$ cat src/nocPkg.sv
package nocPkg;

  // Input channels of the output port.
  localparam int numPorts = 5;

  typedef logic [2:0] portIdx;

  localparam portIdx portL = 3'd0;
  localparam portIdx portN = 3'd1;
  localparam portIdx portE = 3'd2;
  localparam portIdx portW = 3'd3;
  localparam portIdx portS = 3'd4;

  typedef logic [2:0] flitKind;

  localparam flitKind kindHead = 3'b001;
  localparam flitKind kindBody = 3'b010;
  localparam flitKind kindTail = 3'b100;

  // The length sits in the low bits of a head flit and counts the head itself.
  localparam int lenW = 12;

  typedef struct packed {
    flitKind     kind;
    logic [31:0] data;
  } flitT;

endpackage

$ cat src/regPkg.sv
package regPkg;

  localparam int cntW = 16;

  // Port enable mask, one bit per input port.
  localparam logic [7:0] addrCtrl = 8'h00;

  // Packet counters for L, N, E, W and S follow every four bytes.
  localparam logic [7:0] addrCnt0 = 8'h04;

  localparam logic [4:0] ctrlReset = 5'b11111; // All ports enabled.

endpackage

$ cat src/flitIf.sv
`timescale 1ns/100ps

interface flitIf;
  import nocPkg::*;

  logic valid;
  logic ready;
  flitT flit;
  logic head; // Front flit is a head flit.

  modport tx (
    output valid,
    output flit,
    output head,
    input  ready
  );

  modport rx (
    input  valid,
    input  flit,
    input  head,
    output ready
  );

endinterface

$ cat src/flitBuffer.sv
`timescale 1ns/100ps

module flitBuffer #(
  parameter int bufDepth = 4
) (
  input  logic         clk,
  input  logic         rst,
  input  logic         inValid,
  output logic         inReady,
  input  nocPkg::flitT inFlit,
  flitIf.tx            out
);
  import nocPkg::*;

  localparam int ptrW = $clog2(bufDepth);

  flitT            mem [bufDepth];
  logic [ptrW-1:0] wrPtr;
  logic [ptrW-1:0] rdPtr;
  logic [ptrW:0]   fill;
  logic            wrEn;
  logic            rdEn;

  assign inReady   = (fill != (ptrW + 1)'(bufDepth));
  assign wrEn      = inValid && inReady;
  assign rdEn      = out.valid && out.ready;
  assign out.valid = (fill != '0);
  assign out.flit  = mem[rdPtr];
  assign out.head  = out.valid && (mem[rdPtr].kind == kindHead);

  always_ff @(posedge clk)
  begin
    if (wrEn)
      mem[wrPtr] <= inFlit;
  end

  always_ff @(posedge clk)
  begin
    if (rst)
    begin
      wrPtr <= '0;
      rdPtr <= '0;
      fill  <= '0;
    end
    else
    begin
      if (wrEn)
        wrPtr <= wrPtr + 1'b1; // Wraps since the depth is a power of two.
      if (rdEn)
        rdPtr <= rdPtr + 1'b1;
      if (wrEn && !rdEn)
        fill <= fill + 1'b1;
      else if (rdEn && !wrEn)
        fill <= fill - 1'b1;
    end
  end

  // A write into a full buffer would land on the waiting front flit.
  assert property (@(posedge clk) disable iff (rst)
    out.valid && !out.ready |=> $stable(out.flit));

endmodule

$ cat src/packetCounter.sv
`timescale 1ns/100ps

module packetCounter (
  input  logic                    clk,
  input  logic                    rst,
  input  logic                    load,
  input  logic [nocPkg::lenW-1:0] length,
  input  logic                    step,
  output logic                    last
);
  import nocPkg::*;

  logic            active;
  logic [lenW-1:0] target;
  logic [lenW-1:0] count;

  always_comb
  begin
    if (load)
      last = (length <= lenW'(1)); // Single-flit packet.
    else
      last = active && (count + lenW'(1) == target);
  end

  always_ff @(posedge clk)
  begin
    if (load)
      target <= length;
  end

  always_ff @(posedge clk)
  begin
    if (rst)
    begin
      active <= 1'b0;
      count  <= '0;
    end
    else if (load)
    begin
      active <= (length > lenW'(1));
      count  <= lenW'(1); // The head counts as the first flit.
    end
    else if (step)
    begin
      if (last)
        active <= 1'b0;
      count <= count + 1'b1;
    end
  end

  assert property (@(posedge clk) disable iff (rst) step |-> active);

endmodule

$ cat src/outputArbiter.sv
`timescale 1ns/100ps

module outputArbiter (
  input  logic                          clk,
  input  logic                          rst,
  flitIf.rx                             in [nocPkg::numPorts],
  input  logic [nocPkg::numPorts-1:0]   enMask,
  output logic                          outValid,
  input  logic                          outReady,
  output nocPkg::flitT                  outFlit,
  output logic                          headSent,
  output nocPkg::portIdx                headPort
);
  import nocPkg::*;

  localparam logic [numPorts:0] stIdle = 1;

  logic [numPorts:0]   state;
  logic [numPorts:0]   stateNext;
  logic [numPorts-1:0] vld;
  logic [numPorts-1:0] heads;
  logic [numPorts-1:0] eligible;
  logic [numPorts-1:0] pick;
  logic [numPorts-1:0] sel;
  logic [numPorts-1:0] load;
  logic [numPorts-1:0] step;
  logic [numPorts-1:0] last;
  flitT                flits [numPorts];
  flitT                selFlit;
  portIdx              selPort;
  portIdx              lastPort;
  logic                slotFree;
  logic                xfer;
  logic                lastSel;

  assign slotFree = !outValid || outReady; // Output register empty or draining.

  for (genvar i = 0; i < numPorts; i++)
  begin : gPort
    assign vld[i]      = in[i].valid;
    assign heads[i]    = in[i].head;
    assign flits[i]    = in[i].flit;
    assign in[i].ready = sel[i] && slotFree;
    assign load[i]     = sel[i] && vld[i] && slotFree && heads[i];
    assign step[i]     = sel[i] && vld[i] && slotFree && !heads[i];

    packetCounter uCnt (
      .clk    (clk),
      .rst    (rst),
      .load   (load[i]),
      .length (flits[i].data[lenW-1:0]),
      .step   (step[i]),
      .last   (last[i])
    );
  end

  assign eligible = enMask & vld & heads;

  // Search from the port after the last grant.
  always_comb
  begin
    int idx;
    pick = '0;
    for (int k = numPorts; k >= 1; k--)
    begin
      idx = int'(lastPort) + k;
      if (idx >= numPorts)
        idx = idx - numPorts;
      if (eligible[idx])
      begin
        pick      = '0;
        pick[idx] = 1'b1;
      end
    end
  end

  assign sel     = state[0] ? pick : state[numPorts:1];
  assign xfer    = |(sel & vld) && slotFree;
  assign lastSel = |(sel & last);

  always_comb
  begin
    selFlit = '0;
    for (int i = 0; i < numPorts; i++)
    begin
      if (sel[i])
        selFlit = flits[i];
    end
  end

  always_comb
  begin
    case (sel)
      5'b00001: selPort = portL;
      5'b00010: selPort = portN;
      5'b00100: selPort = portE;
      5'b01000: selPort = portW;
      5'b10000: selPort = portS;
      default:  selPort = portL;
    endcase
  end

  always_comb
  begin
    if (xfer && lastSel)
      stateNext = stIdle; // Packet done, release the lock.
    else if (|sel)
      stateNext = {sel, 1'b0};
    else
      stateNext = stIdle;
  end

  always_ff @(posedge clk)
  begin
    if (rst)
    begin
      state    <= stIdle;
      lastPort <= portS; // First search after reset begins at L.
      outValid <= 1'b0;
    end
    else
    begin
      state <= stateNext;
      if (state[0] && |pick)
        lastPort <= selPort;
      if (xfer)
        outValid <= 1'b1;
      else if (outReady)
        outValid <= 1'b0;
    end
  end

  always_ff @(posedge clk)
  begin
    if (xfer)
      outFlit <= selFlit;
  end

  assign headSent = |load;
  assign headPort = selPort;

  assert property (@(posedge clk) disable iff (rst) $onehot(state));

  // The counter's notion of the final flit agrees with the flit kinds.
  assert property (@(posedge clk) disable iff (rst)
    xfer && lastSel |-> (selFlit.kind == kindTail) || (selFlit.kind == kindHead));

endmodule

$ cat src/apbRegs.sv
`timescale 1ns/100ps

module apbRegs (
  input  logic                        clk,
  input  logic                        rst,
  input  logic [7:0]                  paddr,
  input  logic                        psel,
  input  logic                        penable,
  input  logic                        pwrite,
  input  logic [31:0]                 pwdata,
  output logic [31:0]                 prdata,
  output logic                        pready,
  output logic                        pslverr,
  output logic [nocPkg::numPorts-1:0] enMask,
  input  logic                        headSent,
  input  nocPkg::portIdx              headPort
);
  import nocPkg::*;
  import regPkg::*;

  logic [numPorts-1:0] ctrl;
  logic [cntW-1:0]     cnt [numPorts];
  logic [7:0]          off;
  portIdx              cntIdx;
  logic                access;
  logic                isCtrl;
  logic                cntHit;

  assign access = psel && penable;
  assign off    = paddr - addrCnt0; // Addresses below the counters wrap out of range.
  assign cntIdx = off[4:2];
  assign isCtrl = (paddr == addrCtrl);
  assign cntHit = (off[1:0] == 2'b00) && (off[7:2] < numPorts);

  assign pready  = 1'b1; // No wait states.
  assign pslverr = access && (!(isCtrl || cntHit) || (pwrite && cntHit));
  assign enMask  = ctrl;

  always_comb
  begin
    prdata = '0;
    if (isCtrl)
      prdata[numPorts-1:0] = ctrl;
    else if (cntHit)
      prdata[cntW-1:0] = cnt[cntIdx];
  end

  always_ff @(posedge clk)
  begin
    if (rst)
    begin
      ctrl <= ctrlReset;
      for (int i = 0; i < numPorts; i++)
        cnt[i] <= '0;
    end
    else
    begin
      if (access && pwrite && isCtrl)
        ctrl <= pwdata[numPorts-1:0];
      for (int i = 0; i < numPorts; i++)
      begin
        // Counters stop at full scale.
        if (headSent && (headPort == portIdx'(i)) && (cnt[i] != '1))
          cnt[i] <= cnt[i] + 1'b1;
      end
    end
  end

endmodule

$ cat src/routerOutput.sv
`timescale 1ns/100ps

module routerOutput #(
  parameter int bufDepth = 4
) (
  input  logic                                      clk,
  input  logic                                      rst,
  input  logic [nocPkg::numPorts-1:0]               inValid,
  output logic [nocPkg::numPorts-1:0]               inReady,
  input  nocPkg::flitT [nocPkg::numPorts-1:0]       inFlit,
  output logic                                      outValid,
  input  logic                                      outReady,
  output nocPkg::flitT                              outFlit,
  input  logic [7:0]                                paddr,
  input  logic                                      psel,
  input  logic                                      penable,
  input  logic                                      pwrite,
  input  logic [31:0]                               pwdata,
  output logic [31:0]                               prdata,
  output logic                                      pready,
  output logic                                      pslverr
);
  import nocPkg::*;

  logic [numPorts-1:0] enMask;
  logic                headSent;
  portIdx              headPort;

  flitIf chan [numPorts] ();

  for (genvar i = 0; i < numPorts; i++)
  begin : gBuf
    flitBuffer #(
      .bufDepth (bufDepth)
    ) uBuf (
      .clk     (clk),
      .rst     (rst),
      .inValid (inValid[i]),
      .inReady (inReady[i]),
      .inFlit  (inFlit[i]),
      .out     (chan[i])
    );
  end

  outputArbiter uArb (
    .clk      (clk),
    .rst      (rst),
    .in       (chan),
    .enMask   (enMask),
    .outValid (outValid),
    .outReady (outReady),
    .outFlit  (outFlit),
    .headSent (headSent),
    .headPort (headPort)
  );

  apbRegs uRegs (
    .clk      (clk),
    .rst      (rst),
    .paddr    (paddr),
    .psel     (psel),
    .penable  (penable),
    .pwrite   (pwrite),
    .pwdata   (pwdata),
    .prdata   (prdata),
    .pready   (pready),
    .pslverr  (pslverr),
    .enMask   (enMask),
    .headSent (headSent),
    .headPort (headPort)
  );

endmodule

$ cat config.mk
export PLATFORM = sky130hd
export DESIGN_NAME = routerOutput
export DESIGN_NICKNAME = d
export VERILOG_FILES = /design/src/nocPkg.sv /design/src/regPkg.sv /design/src/flitIf.sv /design/src/flitBuffer.sv /design/src/packetCounter.sv /design/src/outputArbiter.sv /design/src/apbRegs.sv /design/src/routerOutput.sv
export SDC_FILE = /design/constraint.sdc
export NUM_CORES = 1
export LEC_CHECK = 0
export ABC_AREA = 0
export BUFFER_PORTS_ARGS = -buffer_cell sky130_fd_sc_hd__buf_2
export CAP_MARGIN = 20
export CORE_ASPECT_RATIO = 1.25
export CORE_UTILIZATION = 30
export DETAILED_ROUTE_END_ITERATION = 8
export PLACE_DENSITY = 0.48
export SETUP_SLACK_MARGIN = 0.1
export SLEW_MARGIN = 10
export SYNTH_ARGS = -nofsm -noshare
export SYNTH_HDL_FRONTEND = slang
export SYNTH_SLANG_ARGS = --single-unit
$ cat constraint.sdc
create_clock -name clk -period 5.7 [get_ports clk]
set_clock_uncertainty 0.05 [all_clocks]
set_input_delay 1.14 -clock clk [delete_from_list [all_inputs] [get_ports clk]]
set_output_delay 1.14 -clock clk [all_outputs]
set_load 0.05 [all_outputs]
==> run metrics <==
Worst Hold Class flop to flop; Worst-Margin Slew approximately 1.1 ns; sequential area share after synthesis 65.3%; die outline width about 340 um; YS warnings 0; slew margin rel. 27.5%; Filler cells 14,072; Worst Path Required about 6.3 ns; Setup CP Type flop to flop; RSZ-0062 raised after global routing no; die area 148,000 sq um; WHS 0.422 ns; critical path's top delay family compound AO/OA/AOI/OAI gates; CP Capture Type flop; GP Congestion 0.817; number of synthesized flops with an enable pin about 880; Synth Instances 3,008; largest net degree at the start of global routing 81; Final period util 88.6%; slowest cell delay on critical path 0.68 ns; crit path DAT 5.64 ns; max-cap violation count 0; vias in the first global route 26,306; Syn Std Cell Area 44,100 sq um; WP buf/inv 3; worst-path cell chain mux4_2 > nor4b_2 > a21oi_1 > a21oi_4 > o221ai_1 > a41oi_4 > nor3_1 > buf_4 > inv_1 > ha_1 > inv_1 > fa_1 > xor2_1 > or3_1 > a21oi_1; P per Cell Area between 400 and 500 nW/um^2; Iter 0 DRT Violations 1,810; clk root buf clkbuf_16; setup_tns 0 ns; power consumption ~0.023 W; DP HPWL 81.3 mm; Worst-Skew Late Latency 0.73 ns; Synth Area in Compound Gates 6.57%; Max FO, Critical Path 13; Top FF cell, synth edfxtp_1; Syn Area/Cell 14.7 sq um; DR pass1 iterations 5; Reg clk slew, reported paths 0.06 ns; final setup fails 0; status finished, final reports clean; CTS resizes 0; core area 145,000 sq um; mux share of post-synthesis cell area 10.2%; Rows about 160; wire length per cell about 22 um; Vias 26,072; post-route ant nets 0; area grow syn2layout 16.4%; VDD IR max roughly 0.67 mV; Synth Area in XOR/XNOR around 4.3%; CTS tree yes; Die Ht approximately 430 um; clk sinks about 1,000; Fmax 198 MHz; Synth Area in Adders 1.95%; Yosys cell types 89; PortBufs roughly 260; CP max-delay cell nor4b_2; postcts setup bufs 0; Starting Density a little over 30%; largest family of logic cells by synthesized area multiplexers; CTS Hold Bufs 0; Post-Synth Simple-Gate Area a little under a tenth; FF+latch count, synth 1,000; TritonCTS buffer count about 100; antenna violations before repair 52; # DRC 0; via/cell ratio 4.93; num ports 301; first-pass GRT wire length 175 mm; total track usage ~16%; Max Root-Sink Buffers 3; Leakage 17.1 nW; H-tree depth 3; R2R Setup Slk 0.65 ns; Post-synth ARST share 0%; layout cell share with drive strength beyond 1 between 20% and 30%; Final nets around 3,600; Total Routed Length 119 mm; post-layout util 35.3%; minimum clock period 5.05 ns; grt ovf 0; final number of max-transition violations 0; crit path launch type flop; Final Hold Viols 0
Yosys cell counts, types with 16 or more instances:
library cell	n	area, sq um
edfxtp_1	875	26300
and3_1	65	407
nor3_1	49	245
ha_1	59	738
a21oi_1	136	681
nor2_1	289	1080
dfxtp_1	125	2500
nand3_1	71	355
a211o_1	31	272
nor4_1	17	106
a22oi_1	59	443
xor2_1	82	718
buf_4	23	173
o21ai_0	83	415
nand2_1	209	785
inv_1	52	195
nand2b_1	19	119
nand3b_1	21	158
mux4_2	191	4300
mux2i_1	21	210
or3_1	18	113
nor2b_1	16	100
clkbuf_1	110	413
xnor2_1	135	1180
layout make-up:
class | instances | area [sq um] | area share [%]
Sequential cell | 1000 | 28800 | 56.1
Timing Repair Buffer | 341 | 2070 | 4.04
Tap cell | 1896 | 2370 | 4.62
Antenna cell | 4 | 10.0 | 0.0195
Multi-Input combinational cell | 1801 | 14400 | 28.2
Clock inverter | 61 | 626 | 1.22
Inverter | 53 | 199 | 0.388
Clock buffer | 133 | 2790 | 5.44
cell families after synthesis:
| group | count (synthesis) |
|---|---|
| buffers and inverters | 222 |
| XOR/XNOR | 217 |
| multiplexers | 212 |
| AO/OA/AOI/OAI | 435 |
| AND/OR/NAND/NOR | 855 |
| flip-flops | 1000 |
| other | 2 |
| adder cells (fa/ha/maj) | 65 |
per-stage QoR:
stage	setup slack, ns	cell area [sq um]	instances
finish	0.649	51300	5289
global route	0.248	51300	5287
CTS	0.599	51300	5285
detailed placement	0.588	47900	5091
global placement	0.709	47900	5091
floorplan	0.242	44100	3023
power by group:
part / switching (W) / total (W) / leakage, nW / internal (W)
Combinational: 0.00452 / 0.00686 / 6.29 / 0.00234
Sequential: 0.000481 / 0.00964 / 9.13 / 0.00916
Clock: 0.00297 / 0.00683 / 1.65 / 0.00386
state kept, by name (all words and copies together), names as in the netlist, named ones only:
signal                  count
gBuf.uBuf.rdPtr            10
uRegs.cnt                  80
uArb.outFlit               35
uArb.outValid               1
gBuf.uBuf.mem             700
uArb.gPort.uCnt.target     60
gBuf.uBuf.fill             15
uRegs.enMask                5
uArb.state                  6
uArb.gPort.uCnt.count      60
gBuf.uBuf.wrPtr            10
uArb.lastPort               3
uArb.gPort.uCnt.active      5
metal layers:
metal | vias to the layer above | wire length (um) | track usage (%)
li1 | 12088 | - | -
met1 | 13093 | 47600 | 19.3
met2 | 612 | 59700 | 27.3
met3 | 227 | 7830 | 4.30
met4 | 52 | 3150 | 4.89
met5 | - | 314 | 0
cells in the final DEF, fill, tap and decap left out, types with 59 or more instances in the layout:
cell / synthesis / layout
a21oi_1: 136 / 136
a22oi_1: 59 / 59
buf_2: 11 / 255
buf_4: 23 / 74
clkbuf_16: 0 / 105
dfxtp_1: 125 / 116
edfxtp_1: 875 / 875
ha_1: 59 / 59
mux4_2: 191 / 191
nand2_1: 209 / 209
nand3_1: 71 / 71
nor2_1: 289 / 288
o21ai_0: 83 / 83
xnor2_1: 135 / 135
xor2_1: 82 / 82
worst paths after layout:
kind / from / to / cells after the start
min: uArb.gPort[3].uCnt.count[11]$_SDFFE_PP0P_ / uArb.gPort[3].uCnt.count[11]$_SDFFE_PP0P_ / 2
min reg2reg: uArb.gPort[3].uCnt.count[11]$_SDFFE_PP0P_ / uArb.gPort[3].uCnt.count[11]$_SDFFE_PP0P_ / 2
max: flop / gBuf[4].uBuf.fill[2]$_SDFFE_PP0P_ / 15
max reg2reg: flop / gBuf[4].uBuf.fill[2]$_SDFFE_PP0P_ / 15
worst min-delay path: cells and delay by family (launching register included):
kind            cells  cell delay, ns
simple gates        1            0.06
compound gates      1            0.05
flops               1            0.32
Power figures use the tool's default switching activity.
